<file path="src/common/crop_macros.svh">
// widths, key codes, step sizes and blank margins of the crop unit, included by RTL and testbench
`ifndef CROP_MACROS_SVH
`define CROP_MACROS_SVH

// field widths
`define CROP_W              12
`define RES_W               2
`define FLG_W               7

// keyboard message type carrying a key code
`define KEY_MSG_TYPE        3

// key codes
`define KEY_CODE_BACKSPACE  8'h41
`define KEY_CODE_UP         8'h4c
`define KEY_CODE_DOWN       8'h4d
`define KEY_CODE_RIGHT      8'h4e
`define KEY_CODE_LEFT       8'h4f
`define KEY_CODE_ALT_L      8'h64
`define KEY_CODE_ALT_R      8'h65
`define KEY_CODE_ALT_L_UP   8'he4
`define KEY_CODE_ALT_R_UP   8'he5

// crop steps per key press
`define HBL_STEP            4
`define VBL_STEP            1

// forced blank margins and soft edge lead
`define FORCE_H_MARGIN      8
`define SOFT_H_LEAD         2
`define FORCE_V_TAIL        2

`endif

</file>
<file path="src/common/crop_pkg.sv">
// shared struct and enum types of the crop unit, imported by every RTL block and the testbench
`include "crop_macros.svh"

package crop_pkg;

	// raw video timing from the core, syncs active low
	typedef struct packed {
		logic hs_n;
		logic vs_n;
		logic hblank;
		logic vblank;
		logic field1;
		logic lace;
	} sync_t;

	// crop edges, vbl_b with top bit set counts back from the last line
	typedef struct packed {
		logic [`CROP_W-1:0] hbl_l;
		logic [`CROP_W-1:0] hbl_r;
		logic [`CROP_W-1:0] vbl_t;
		logic [`CROP_W-1:0] vbl_b;
	} crop_t;

	// measured line and frame positions
	typedef struct packed {
		logic [`CROP_W-1:0] hcnt;
		logic [`CROP_W-1:0] hend;   // end of hblank
		logic [`CROP_W-1:0] hsta;   // start of hblank
		logic [`CROP_W-1:0] hmax;   // line length
		logic [`CROP_W-1:0] vcnt;
		logic [`CROP_W-1:0] vend;   // end of vblank
		logic [`CROP_W-1:0] vmax;   // frame length
		logic [`CROP_W-1:0] vs_end; // end of vsync
	} geom_t;

	typedef struct packed {
		logic [`CROP_W-1:0] hsize;
		logic [`CROP_W-1:0] vsize;
	} size_t;

	// new message on every toggle of level
	typedef struct packed {
		logic [7:0] code;
		logic [1:0] msg_type;
		logic       level;
	} key_msg_t;

	typedef enum logic [7:0] {
		KEY_BACKSPACE = `KEY_CODE_BACKSPACE,
		KEY_UP        = `KEY_CODE_UP,
		KEY_DOWN      = `KEY_CODE_DOWN,
		KEY_RIGHT     = `KEY_CODE_RIGHT,
		KEY_LEFT      = `KEY_CODE_LEFT,
		KEY_ALT_L     = `KEY_CODE_ALT_L,
		KEY_ALT_R     = `KEY_CODE_ALT_R,
		KEY_ALT_L_UP  = `KEY_CODE_ALT_L_UP,
		KEY_ALT_R_UP  = `KEY_CODE_ALT_R_UP
	} key_code_e;

	// screen info latched at end of vblank
	typedef struct packed {
		crop_t             crop;
		size_t             size;
		logic [`RES_W-1:0] res;
		logic [`FLG_W-1:0] flg;  // mode change counter
	} screen_info_t;

endpackage

</file>
<file path="src/crop/blank_gen.sv">
// builds soft and forced blanks from measured geometry and crop edges, drives registered de
`timescale 1ns/1ps
`include "crop_macros.svh"

module blank_gen (
	input  logic            clk_sys,
	input  logic            reset,
	input  crop_pkg::sync_t vin,
	input  crop_pkg::geom_t geom,
	input  crop_pkg::crop_t crop,
	output logic            de
);

	logic [`CROP_W-1:0] shbl_clr;
	logic [`CROP_W-1:0] shbl_set;
	logic [`CROP_W-1:0] fhbl_set;
	logic [`CROP_W-1:0] svbl_clr;
	logic [`CROP_W-1:0] svbl_set;
	logic [`CROP_W-1:0] fvbl_set;
	logic [`CROP_W-1:0] fvbl_clr;
	logic               shbl;
	logic               fhbl;
	logic               svbl;
	logic               fvbl;
	logic               hbl;
	logic               hbl_q;
	logic               vbl_eff;
	logic               v_update;

	// edge positions
	assign shbl_clr = geom.hend + crop.hbl_l - `CROP_W'(`SOFT_H_LEAD);
	assign shbl_set = geom.hsta + crop.hbl_r - `CROP_W'(`SOFT_H_LEAD);
	assign fhbl_set = geom.hmax - `CROP_W'(`FORCE_H_MARGIN);
	assign svbl_clr = geom.vend + crop.vbl_t;
	assign svbl_set = crop.vbl_b[`CROP_W-1] ? geom.vmax + crop.vbl_b : crop.vbl_b;
	assign fvbl_set = geom.vmax - `CROP_W'(1);
	assign fvbl_clr = geom.vs_end + `CROP_W'(`FORCE_V_TAIL);

	assign hbl      = fhbl | shbl | ~vin.hs_n;
	assign vbl_eff  = vin.vblank | ~vin.vs_n;
	assign v_update = (hbl_q & ~hbl) | (geom.vcnt == '0); // line start or line 0

	// horizontal blanks
	always_ff @(posedge clk_sys or posedge reset) begin
		if (reset) begin
			shbl <= 1'b1;
			fhbl <= 1'b1;
		end else begin
			if (geom.hcnt == shbl_clr)
				shbl <= 1'b0;
			if (geom.hcnt == shbl_set)
				shbl <= 1'b1;
			if (geom.hcnt == `CROP_W'(`FORCE_H_MARGIN))
				fhbl <= 1'b0;
			if (geom.hcnt == fhbl_set)
				fhbl <= 1'b1;
		end
	end

	// vertical blanks and display enable
	always_ff @(posedge clk_sys or posedge reset) begin
		if (reset) begin
			svbl  <= 1'b1;
			fvbl  <= 1'b1;
			hbl_q <= 1'b1;
			de    <= 1'b0;
		end else begin
			hbl_q <= hbl;
			if (v_update) begin
				if (geom.vcnt == svbl_clr)
					svbl <= 1'b0;
				if (geom.vcnt == svbl_set)
					svbl <= 1'b1;
				if (geom.vcnt == fvbl_set)
					fvbl <= 1'b1;
				if (geom.vcnt == fvbl_clr)
					fvbl <= 1'b0;
			end
			de <= ~hbl & ~svbl & ~fvbl & ~vbl_eff;
		end
	end

endmodule

</file>
<file path="src/crop/crop_keys.sv">
// holds the four crop edges, stepped by keyboard arrow messages or loaded by a host strobe
`timescale 1ns/1ps
`include "crop_macros.svh"

module crop_keys (
	input  logic               clk_sys,
	input  logic               reset,
	input  crop_pkg::key_msg_t key,
	input  logic               host_set,
	input  crop_pkg::crop_t    host_crop,
	output crop_pkg::crop_t    crop
);
	import crop_pkg::*;

	localparam logic [`CROP_W-1:0] H_STEP = `CROP_W'(`HBL_STEP);
	localparam logic [`CROP_W-1:0] V_STEP = `CROP_W'(`VBL_STEP);

	logic level_q;
	logic alt;      // alt held, selects far edge
	logic key_new;

	assign key_new = (level_q ^ key.level) && (key.msg_type == 2'(`KEY_MSG_TYPE));

	always_ff @(posedge clk_sys or posedge reset) begin
		if (reset) begin
			level_q <= 1'b0;
			alt     <= 1'b0;
			crop    <= '0;
		end else begin
			level_q <= key.level;
			if (key_new) begin
				case (key.code)
					KEY_BACKSPACE: begin
						crop <= '0;
					end
					KEY_UP: begin
						if (alt)
							crop.vbl_b <= crop.vbl_b + V_STEP;
						else
							crop.vbl_t <= crop.vbl_t + V_STEP;
					end
					KEY_DOWN: begin
						if (alt)
							crop.vbl_b <= crop.vbl_b - V_STEP;
						else
							crop.vbl_t <= crop.vbl_t - V_STEP;
					end
					KEY_LEFT: begin
						if (alt)
							crop.hbl_r <= crop.hbl_r + H_STEP;
						else
							crop.hbl_l <= crop.hbl_l + H_STEP;
					end
					KEY_RIGHT: begin
						if (alt)
							crop.hbl_r <= crop.hbl_r - H_STEP;
						else
							crop.hbl_l <= crop.hbl_l - H_STEP;
					end
					KEY_ALT_L, KEY_ALT_R: begin
						alt <= 1'b1;
					end
					KEY_ALT_L_UP, KEY_ALT_R_UP: begin
						alt <= 1'b0;
					end
					default: begin
					end
				endcase
			end
			if (host_set)
				crop <= host_crop; // host load overrides a key in the same cycle
		end
	end

endmodule

</file>
<file path="src/crop/sync_measure.sv">
// measures line and frame geometry and the active size from the core syncs, interlace aware
`timescale 1ns/1ps
`include "crop_macros.svh"

module sync_measure (
	input  logic            clk_sys,
	input  logic            reset,
	input  crop_pkg::sync_t vin,
	output crop_pkg::geom_t geom,
	output crop_pkg::size_t size
);

	logic [`CROP_W-1:0] hcnt;
	logic [`CROP_W-1:0] hend;
	logic [`CROP_W-1:0] hsta;
	logic [`CROP_W-1:0] hmax;
	logic [`CROP_W-1:0] hsize;
	logic [`CROP_W-1:0] vcnt;
	logic [`CROP_W-1:0] vend;
	logic [`CROP_W-1:0] vmax;
	logic [`CROP_W-1:0] vs_end;
	logic [`CROP_W-1:0] vsize;
	logic [`CROP_W-1:0] f1_vend;
	logic [`CROP_W-1:0] f1_vsize;
	logic               phase;    // pixel counter runs at half rate
	logic               hs_q;
	logic               vs_q;
	logic               hbl_q;
	logic               vbl_q;
	logic               vbl_eff;

	assign vbl_eff = vin.vblank | ~vin.vs_n;

	// horizontal measurement
	always_ff @(posedge clk_sys or posedge reset) begin
		if (reset) begin
			hcnt  <= '0;
			phase <= 1'b0;
			hend  <= '0;
			hsta  <= '0;
			hmax  <= '0;
			hsize <= '0;
			hs_q  <= 1'b1;
			hbl_q <= 1'b0;
		end else begin
			hs_q  <= vin.hs_n;
			hbl_q <= vin.hblank;
			if (~vin.hs_n) begin
				hcnt  <= '0; // held during hsync
				phase <= 1'b0;
			end else begin
				phase <= ~phase;
				if (phase)
					hcnt <= hcnt + 1'b1;
			end
			if (hbl_q & ~vin.hblank)
				hend <= hcnt;
			if (~hbl_q & vin.hblank)
				hsta <= hcnt;
			if (hs_q & ~vin.hs_n)
				hmax <= hcnt;
			// active width on line 1 of field 0
			if (~hbl_q & vin.hblank & ~vin.field1 & (vcnt == `CROP_W'(1)))
				hsize <= hcnt - hend;
		end
	end

	// vertical measurement
	always_ff @(posedge clk_sys or posedge reset) begin
		if (reset) begin
			vcnt     <= '0;
			vend     <= '0;
			vmax     <= '0;
			vs_end   <= '0;
			vsize    <= '0;
			f1_vend  <= '0;
			f1_vsize <= '0;
			vs_q     <= 1'b1;
			vbl_q    <= 1'b0;
		end else begin
			vs_q  <= vin.vs_n;
			vbl_q <= vbl_eff;
			if (hs_q & ~vin.hs_n)
				vcnt <= vcnt + 1'b1;
			if (~vbl_q & vbl_eff)
				vcnt <= '0; // frame restarts at vblank
			if (~vin.lace | ~vin.field1) begin
				if (vbl_q & ~vbl_eff)
					vend <= vcnt;
				if (~vs_q & vin.vs_n)
					vs_end <= vcnt;
				if (~vbl_q & vbl_eff) begin
					vmax     <= vcnt;
					vsize    <= vcnt - vend + f1_vsize; // adds the field 1 lines
					f1_vsize <= '0;
				end
			end else begin
				if (vbl_q & ~vbl_eff)
					f1_vend <= vcnt;
				if (~vbl_q & vbl_eff)
					f1_vsize <= vcnt - f1_vend;
			end
		end
	end

	assign geom = '{hcnt, hend, hsta, hmax, vcnt, vend, vmax, vs_end};
	assign size = '{hsize, vsize};

endmodule

</file>
<file path="src/mode_snapshot.sv">
// latches crop, active size and resolution at the end of vblank and counts mode changes
`timescale 1ns/1ps

module mode_snapshot (
	input  logic                   clk_sys,
	input  logic                   reset,
	input  crop_pkg::sync_t        vin,
	input  crop_pkg::crop_t        crop,
	input  crop_pkg::size_t        size,
	input  logic [1:0]             res,
	output crop_pkg::screen_info_t info
);

	logic vbl_eff;
	logic vbl_q;
	logic changed;

	assign vbl_eff = vin.vblank | ~vin.vs_n;

	// compared against the snapshot about to be replaced
	assign changed = (info.res != res) || (info.size != size);

	always_ff @(posedge clk_sys or posedge reset) begin
		if (reset) begin
			vbl_q <= 1'b0;
			info  <= '0;
		end else begin
			vbl_q <= vbl_eff;
			if (vbl_q & ~vbl_eff) begin // end of vblank
				info.crop <= crop;
				info.size <= size;
				info.res  <= res;
				if (changed)
					info.flg <= info.flg + 1'b1;
			end
		end
	end

endmodule

</file>
<file path="src/video_crop.sv">
// top level of the video crop unit, connects measurement, crop keys, blank generation and snapshot
`timescale 1ns/1ps

module video_crop (
	input  logic                   clk_sys,
	input  logic                   reset,
	input  crop_pkg::sync_t        vin,
	input  logic [1:0]             res,
	input  crop_pkg::key_msg_t     key,
	input  logic                   host_set,
	input  crop_pkg::crop_t        host_crop,
	output logic                   de,
	output crop_pkg::screen_info_t info
);
	import crop_pkg::*;

	geom_t geom;
	size_t size;
	crop_t crop;

	sync_measure u_sync_measure (
		.clk_sys (clk_sys),
		.reset   (reset),
		.vin     (vin),
		.geom    (geom),
		.size    (size)
	);

	crop_keys u_crop_keys (
		.clk_sys   (clk_sys),
		.reset     (reset),
		.key       (key),
		.host_set  (host_set),
		.host_crop (host_crop),
		.crop      (crop)
	);

	blank_gen u_blank_gen (
		.clk_sys (clk_sys),
		.reset   (reset),
		.vin     (vin),
		.geom    (geom),
		.crop    (crop),
		.de      (de)
	);

	mode_snapshot u_mode_snapshot (
		.clk_sys (clk_sys),
		.reset   (reset),
		.vin     (vin),
		.crop    (crop),
		.size    (size),
		.res     (res),
		.info    (info)
	);

endmodule
</file>
<file path="config.mk">
export PLATFORM = sky130hd
export DESIGN_NAME = video_crop
export DESIGN_NICKNAME = d
export VERILOG_FILES = /design/src/common/crop_pkg.sv /design/src/crop/blank_gen.sv /design/src/crop/crop_keys.sv /design/src/crop/sync_measure.sv /design/src/mode_snapshot.sv /design/src/video_crop.sv
export VERILOG_INCLUDE_DIRS = /design/src /design/src/common
export SDC_FILE = /design/constraint.sdc
export NUM_CORES = 1
export LEC_CHECK = 0
export BUFFER_PORTS_ARGS = -buffer_cell sky130_fd_sc_hd__buf_4
export CORE_UTILIZATION = 56
export CTS_CLUSTER_DIAMETER = 40
export DETAILED_ROUTE_END_ITERATION = 10
export GPL_TIMING_DRIVEN = 0
export PLACE_DENSITY_LB_ADDON = 0.08
export SLEW_MARGIN = 20
export SYNTH_ARGS = -nofsm -noshare
export SYNTH_HDL_FRONTEND = slang
export SYNTH_SLANG_ARGS = --single-unit
</file>
<file path="constraint.sdc">
create_clock -name clk_sys -period 7.4 [get_ports clk_sys]
set_input_delay 0 -clock clk_sys [delete_from_list [all_inputs] [get_ports clk_sys]]
set_output_delay 0 -clock clk_sys [all_outputs]
set_load 0.01 [all_outputs]
</file>
* After elaboration in Yosys (flattened, before gate mapping)
Index checks and enable logic that the tools add are counted.
Storage, ports and cells: logic and storage cells 179, bits in latches 0, bits in registers 286, memories kept 0, memory bits (writable) 0, output and inout bits 82, bits of input ports 70, bits in read-only memories 0
Cells by class: mux-type cells 30, reductions and logical operators 26, $lt $le $gt $ge 0, $add $sub $neg 24, multiply operators 0, eq/ne operators 30, bitwise operators 32, divide/modulo/power cells 0, shift operators 0
Operators with widths (number):
- 12-bit two-way mux | 16
- 24-bit case mux with 3 select lines | 2
- 48-bit two-way mux | 2
- 12-bit equality test | 7
- 12-bit adder | 5
- 8-bit by 7-bit equality test with 1-bit output, second input constant | 7
- 12-bit by 1-bit adder with 12-bit output, second input constant | 4
- 12-bit by 1-bit subtractor with 12-bit output, second input constant | 3
- 12-bit subtractor | 3
- 12-bit by 3-bit adder with 12-bit output, second input constant | 2
- 24-bit inequality test | 1
- 12-bit by 2-bit subtractor with 12-bit output, second input constant | 2
- 12-bit by 3-bit subtractor with 12-bit output, second input constant | 2
- 8-bit equality test, second input constant | 2
- 2-bit AND reduction | 8
- 4-bit AND reduction | 4
- 1-bit NOT | 14
- 2-bit nonzero test | 7
- 12-bit by 2-bit adder with 12-bit output, second input constant | 1
- 1-bit bitwise AND | 12
- 12-bit by 1-bit equality test with 1-bit output, second input constant | 1
- 12-bit by 4-bit equality test with 1-bit output, second input constant | 1
- 12-bit zero test | 1
- 3-bit by 2-bit inequality test with 1-bit output, second input constant | 4
- 14 further kinds | 31

* Longest topological paths before layout
Gate-level depths: netlist (run 1).
depth after elaboration 6, gate-level depth with buffers 15, depth with buffers taken out 14

* By module
From an unflattened synthesis (run 1), not the netlist that was laid out.
Unflattened totals: cells, all modules 2118, area total of the unflattened synthesis 19770.2 um2
Modules (own cells, without submodules):
- sync_measure | cells each 774, sequential area each 3731.1 um2, instances 1, area each 7673.6 um2
- blank_gen | cells each 635, sequential area each 156.4 um2, instances 1, area each 4636.9 um2
- crop_keys | cells each 485, sequential area each 1251.2 um2, instances 1, area each 3998.8 um2
- mode_snapshot | cells each 224, sequential area each 2052.0 um2, instances 1, area each 3460.8 um2

* Worst setup path after synthesis (run 1)
OpenSTA, ideal clock, no wires.
path type input port to flip-flop, start input port key[8] (netlist name), end register, netlist name u_crop_keys.crop[35], data required time 7331 ps, buffers on the path 1, stages on the path 13, library setup time 69 ps, arrival 3751 ps, path slack 3580 ps, cell sequence or4b_4 -> or2_2 -> clkbuf_1 -> nor2_1 -> ha_1 -> a21o_1 -> a21oi_1 -> o211ai_1 -> a31o_2 -> a21oi_1 -> xor2_1 -> or4_1 -> nand3_1
Between the ends: word-level cells in the longest chain between the ends 4, elaborated cells between the ends (all ways) 10, classes of those cells 5 x eq/ne; 3 x mux; 2 x reduce/logical
Ends and longest elaborated chain:
- start, declared | RTL line video_crop.sv:9 | input crop_pkg::key_msg_t key,
- 8-bit by 7-bit equality test with 1-bit output | RTL line crop_keys.sv:32 | case (key.code)
- 24-bit case mux with 3 select lines | RTL line crop_keys.sv:32
- 48-bit two-way mux | RTL line crop_keys.sv:31 | if (key_new) begin
- 48-bit two-way mux | RTL line crop_keys.sv:70 | if (host_set)
Parallel ways exist; a longest one is shown, timed or not. The select of a mux whose other input is x is not followed. A chain may end at the register's enable or synchronous reset.

* Final worst setup path (run 1)
start register u_sync_measure.vcnt[1], end register u_sync_measure.vsize[9]
Between the ends: word-level cells in the longest chain between the ends 2
Ends and longest elaborated chain:
- start, declared | RTL line sync_measure.sv:18 | logic [`CROP_W-1:0] vcnt;
- start signal, assigned | RTL line sync_measure.sv:84 | vcnt <= vcnt + 1'b1;
- 12-bit subtractor | RTL line sync_measure.sv:94 | vsize <= vcnt - vend + f1_vsize;
- 12-bit adder | RTL line sync_measure.sv:94
- end signal, assigned | RTL line sync_measure.sv:94
- end, declared | RTL line sync_measure.sv:22 | logic [`CROP_W-1:0] vsize;
Every way passes these cells.

==> results.md, run 1 <==
* Reg with most FFs: u_mode_snapshot.info
* Number of setup violations in the final report at 0
* Area growth syn-to-layout at 22.1%
* Inst Count DP at 2,666
* # diodes at 0
* Initial core utilization at 0.568
* Crit-path slowest cell: fa_1
* RSZ-0062 raised after global routing: false
* Flops & latches, synth at 286
* PwrDens at 281 nW/um^2
* CTS sink cnt at 286
* Layout cell share with drive strength beyond 1 at 0.159
* Worst-path clk slew at 60 ps
* Fraction of registers with async set/reset at 1.00
* Die span in x at 186 um
* Core area at 33,400 um^2
* Min-Delay Endpoint: u_sync_measure.f1_vsize[0]
* Achievable Freq at 248 MHz
* GR Overflow Total at 0
* Initial DRC count at 956
* Buffers on Ports at 150
* WP data arrival at 4480 ps
* Reg2reg path depth at 13
* Final Hold Viols at 0
* Non-filler cells, final at 2,817
* Die height at 186 um
* Crit-path cells: clkbuf_1, inv_1, fa_1, inv_1, ha_1, a21o_1, a21oi_1, o21ai_0, a31oi_1, o21bai_1, a21oi_1, xor2_1, o21ai_0
* Outcome: finished, final reports clean
* Crit path required time at 7840 ps
* Worst-skew pair later-pin latency at 590 ps
* First-pass GRT wire length at 88,000 um
* Synth unique cells at 78
* Slew HR at 0.336
* Site Rows at 67
* Post-synth EDFFs at 0
* Slew Viols, Final at 0
* CTS tree: built
* Max Cap Viol at 0
* Reg2reg start: u_sync_measure.vcnt[1]
* Worst min-delay path category: in -> reg
* CP top delay family: compound AO/OA/AOI/OAI gates
* H-Tree Depth at 2
* Commonest cells after routing, fill and taps aside: 279 x dfrtp_1, 195 x nand2_1, 170 x xnor2_1
* Final WL at 55,300 um
* CP bufs+invs at 3
* # DRC at 0
* LEAKAGE at 10.6 nW
* Vias in the first global route at 16.4k
* Finished layout cell area at 23,200 um^2
* Final Worst Setup Slack at 3360 ps
* Largest net degree at the start of global routing at 33
* Via density at 5.81
* CTS buffer count at 48
* Routed Antenna Nets at 0
* Min-delay src: vin[1]
* IO Count at 152
* First drt pass iteration count at 5
* Final setup TNS at 0 ps
* Post-Route Utilization at 0.693
* Synth Area per Inst at 9.23 um^2
* Ys flop type: dfrtp_1
* Post-Syn Area at 19,000 um^2
* Initial antenna violation count at 0
* Worst setup EP type: register
* Full die area at 34,600 um^2
* Net count after synthesis at 2,291
* Seq/Total Area, Yosys at 0.377
* Clock Skews at 26.6 ps
* Worst path max stage delay at 650 ps
* Startpoint Class: register
* Largest register FFs at 81
* CTS max path bufs at 3
* Crit Reg-Reg Endpoint: u_sync_measure.vsize[9]
* Worst Tran Pin Value at 986 ps
* Critical Path Fanout Max at 8
* Synth Instances at 2,057
* Via count at 16.4k
* Top flop regs: u_mode_snapshot.info (81), u_crop_keys.crop (48)
* Period utilization at 0.546
* Placed inst area at 20,900 um^2
* Hold depth at 3
* Root Buffer: clkbuf_16
* Pre-CTS setup slack at 3040 ps
* Hold_ws at 37.0 ps
* GP Congestion at 0.933
* Synth warnings at 0
* Final net count at 2,563
* Overall routing resource usage at 0.330
* Routed wire per std cell at 19.6 um
* Dpl hpwl at 41,200 um
* Commonest non-fill, non-tap cell in the layout: dfrtp_1
* Pwr Total at 6.51 mW
* Final period demand of the worst path at 4040 ps
* Setup Fix Bufs, Post-CTS at 0
* R2R Setup Slk at 3360 ps
* Critical path type: reg -> reg
* Peak VDD IR at 0.252 mV
==> where the power goes <==
| group | total, mW | switching (mW) | internal, mW |
|---|---|---|---|
| combinational | 2.11 | 1.11 | 1.00 |
| clock | 2.28 | 0.870 | 1.41 |
| sequential | 2.11 | 0.275 | 1.84 |
| total | 6.51 | 2.25 | 4.26 |
==> logic make-up (layout without fill, tap and decap cells) <==
| family | after synthesis | count (layout) | share of synthesized area |
|---|---|---|---|
| DFF | 286 | 286 | 0.377 |
| AOI/OAI and AO/OA | 458 | 458 | 0.151 |
| and+or+nand+nor | 559 | 559 | 0.140 |
| muxes | 91 | 91 | 0.0531 |
| xor gates and xnor gates | 236 | 236 | 0.109 |
| adders and majority gates | 164 | 164 | 0.116 |
| buffers and inverters | 263 | 575 | 0.0530 |
==> tightest hold or removal path, stage by stage <==
cell and delay [ps]:
buf_4 130, nand2_1 310, o31ai_1 130
==> per-layer routing <==
layer  track usage  up-vias  part of all wire
li1              -     7742                 -
met1         0.432     7978              0.43
met2         0.551      537              0.48
met3        0.0586      108             0.065
met4         0.118        0             0.028
met5             0        -                 0
==> how the worst max path moves through the flow <==
stage                                 from                       end  slack [ps]  depth (start not counted)
floorplan                           key[8]      u_crop_keys.crop[35]        3580                         13
global placement                     reset      u_crop_keys.crop[31]        1760                          2
detailed placement                  key[8]      u_crop_keys.crop[23]        3040                         13
CTS                                key[10]      u_crop_keys.crop[23]        3130                         14
global route        u_sync_measure.vcnt[1]  u_sync_measure.vsize[10]        3120                         12
finish              u_sync_measure.vcnt[1]   u_sync_measure.vsize[9]        3360                         13
==> timing repair <==
| item | in CTS | in global routing |
|---|---|---|
| hold buffers | 61 | 0 |
| hold endpoints to repair | 180 | 0 |
| gates resized for setup | 0 | 0 |
==> synthesized netlist by cell type, drive strengths merged (5+ instances only) <==
library cell	number	share of area
mux2i	13	0.0069
o22ai	5	0.0016
a21o	17	0.0067
mux2	78	0.046
nor3	58	0.015
xor2	66	0.030
or2	5	0.0016
a31oi	10	0.0033
dfrtp	279	0.37
or3	12	0.0042
nand3	37	0.0098
and3	10	0.0033
a31o	7	0.0032
nor2b	15	0.0049
o311ai	5	0.0023
nand2	195	0.039
fa	21	0.022
o31ai	14	0.0055
nand3b	5	0.0020
nand4	23	0.0076
a21oi	113	0.030
nor2	135	0.027
a22oi	10	0.0040
o21ai	166	0.044
dfstp	7	0.0097
nor4b	5	0.0026
o21a	12	0.0047
nor4	14	0.0057
or4	6	0.0026
inv	173	0.034
nand2b	11	0.0036
o211ai	7	0.0028
and2	10	0.0033
a211oi	16	0.0063
buf	15	0.0040
ha	143	0.094
a221oi	7	0.0032
clkbuf	71	0.014
o41ai	11	0.0063
xnor2	170	0.078
a22o	5	0.0023
nor3b	11	0.0043
o21bai	11	0.0043
a32oi	6	0.0028
==> area by class of cell <==
class	count	area (um^2)
flip-flops and latches	286	7170
clock inverters	36	377
clock buffers	54	1280
well taps	448	561
inverters	177	668
repair buffers	222	1960
multi-input cells	1508	10800
fillers	2625	10300
plain buffers	86	342
Power figures use the tool's default switching activity.
==> inputs of run 2 (changes only) <==
==> constraint.sdc (replaced) <==
create_clock -name clk_sys -period 3.7 [get_ports clk_sys]
set_input_delay 0 -clock clk_sys [delete_from_list [all_inputs] [get_ports clk_sys]]
set_output_delay 0 -clock clk_sys [all_outputs]
set_load 0.01 [all_outputs]
==> run 2 against run 1 <==
Clock skew decreased by 6.7 ps. Fmax increased by 16%. Routed wire length increased by 0.20%. Critical path type unchanged. Largest power group unchanged. Highest routed layer unchanged.
==> results.md, run 2 (same netlist as run 1, synthesis figures left out) <==
* Buffers on Ports at 150
* Reg with most FFs: u_mode_snapshot.info
* GP Congestion at 0.926
* Finished layout cell area at 23,200 um^2
* Met2 Track Usage GR at 0.535
* Number of setup violations in the final report at 0
* Top flop regs: u_mode_snapshot.info (81), u_crop_keys.crop (48)
* Overall routing resource usage at 0.328
* Die span in x at 186 um
* Crit-path slowest cell: dfrtp_1
* Area growth syn-to-layout at 22.1%
* Commonest non-fill, non-tap cell in the layout: dfrtp_1
* LEAKAGE at 10.6 nW
* Combinational power share at 0.329
* Die height at 186 um
* Met3 usage at 0.0648
* Initial antenna violation count at 0
* Worst setup EP type: register
* Reg2reg start: u_crop_keys.crop[0]
* Vias in the first global route at 16.1k
* Dpl hpwl at 40,900 um
* # diodes at 0
* Worst Tran Pin Value at 1010 ps
* Internal power at 8.53 mW
* Final WL at 55,400 um
* Commonest cells after routing, fill and taps aside: 279 x dfrtp_1, 195 x nand2_1, 170 x xnor2_1
* Most crowded layer after global routing: met2
* CTS tree: built
* Period utilization at 0.943
* M1 GR Usage at 0.437
* R2R Setup Slk at 210 ps
* Sw frac at 0.346
* Routed wire per std cell at 19.7 um
* Worst path max stage delay at 620 ps
* Critical Path Fanout Max at 7
* Initial DRC count at 1,196
* Placed inst area at 20,900 um^2
* Slew Viols, Final at 0
* Crit-path cells: ha_1, inv_1, fa_1, nand2b_1, a211oi_1, mux2i_1, nor4bb_1, o2111ai_1, nor4_1, a311oi_1, o21ai_1
* Root Buffer: clkbuf_16
* Post-Route Utilization at 0.693
* Core area at 33,400 um^2
* CTS buffer count at 47
* Clock Skews at 19.9 ps
* Via count at 16.3k
* Final net count at 2,562
* Inst Count DP at 2,665
* Flop pwr share at 0.324
* Worst-skew pair later-pin latency at 570 ps
* Min-delay src: vin[1]
* Max Cap Viol at 0
* Achievable Freq at 286 MHz
* Final Hold Viols at 0
* WP data arrival at 3990 ps
* Worst-path clk slew at 60 ps
* Hold depth at 3
* Crit path required time at 4200 ps
* Layout cell share with drive strength beyond 1 at 0.160
* Site Rows at 67
* Initial core utilization at 0.568
* Non-filler cells, final at 2,813
* Full die area at 34,600 um^2
* Min-Delay Endpoint: u_sync_measure.f1_vsize[10]
* H-Tree Depth at 2
* Hold_ws at 29.0 ps
* First drt pass iteration count at 5
* Largest net degree at the start of global routing at 34
* Crit Reg-Reg Endpoint: u_blank_gen.svbl
* Worst min-delay path category: in -> reg
* CTS sink cnt at 286
* Slew HR at 0.329
* Peak VDD IR at 0.534 mV
* PwrDens at 562 nW/um^2
* Startpoint Class: register
* Reg2reg path depth at 11
* Via density at 5.81
* RSZ-0062 raised after global routing: false
* Final period demand of the worst path at 3490 ps
* CTS max path bufs at 3
* Outcome: finished, final reports clean
* Clock power frac at 0.347
* Switching power at 4.51 mW
* # DRC at 0
* Largest register FFs at 81
* Routed Antenna Nets at 0
* CP startpoint: u_crop_keys.crop[0]
* GR Overflow Total at 0
* First-pass GRT wire length at 86,800 um
* IO Count at 152
* Critical path type: reg -> reg
[run 2: stage by stage]
stage	setup TNS, ps	setup slack [ps]	power (mW)
finish	0	210	13.0
global route	0	8.82	13.8
CTS	0	80.4	13.0
detailed placement	-6770	-592	8.40
global placement	-534310	-1930	8.26
floorplan	-23860	-85.5	7.01
[run 2: worst max-delay path by stage]
stage / slack, ps / end / cells past startpoint
floorplan: -90 / u_blank_gen.de / 1
global placement: -1930 / u_mode_snapshot.info[39] / 2
detailed placement: -590 / u_crop_keys.crop[11] / 13
CTS: 80 / u_crop_keys.crop[47] / 14
global route: 9 / u_sync_measure.vsize[10] / 15
finish: 210 / u_blank_gen.svbl / 11
[run 2: routing by layer]
metal,part of all wire,routed length [um],up-vias
met2,0.47,26200,504
li1,-,-,7719
met5,0,0,-
met4,0.030,1660,0
met1,0.43,23900,7994
met3,0.065,3580,113
[run 2: power by group through the flow]
stage	Clock (mW)	Sequential (mW)	Combinational, mW
5_1_grt	4.74	4.29	4.75
6_report	4.53	4.22	4.29
3_3_place_gp	0	4.24	4.02
3_5_place_dp	0	4.26	4.14
4_1_cts	4.58	4.21	4.25
2_1_floorplan	0	4.21	2.80
[run 2: area by class of cell]
type                       count  area (um^2)
multi-input combinational   1508        10800
fill                        2680        10300
sequential                   286         7170
timing repair buffer         222         1960
clock buffer                  54         1240
inverter                     177          678
tap                          448          561
clock inverter                32          385
buffer                        86          353
[run 2: critical path: cells and delay by family (launching register included)]
family | cells | cell delay [ps]
muxes | 1 | 220
DFF | 1 | 620
and+or+nand+nor | 3 | 860
AOI/OAI and AO/OA | 4 | 930
buffers and inverters | 1 | 70
adders and majority gates | 2 | 720
[run 2: timing repair]
| item | CTS | global route |
|---|---|---|
| gates resized for setup | 5 | 14 |
| setup buffers | 0 | 1 |
| hold endpoints to repair | 193 | 0 |
| hold buffers | 61 | 0 |
| endpoints found under the setup margin | 6 | 7 |
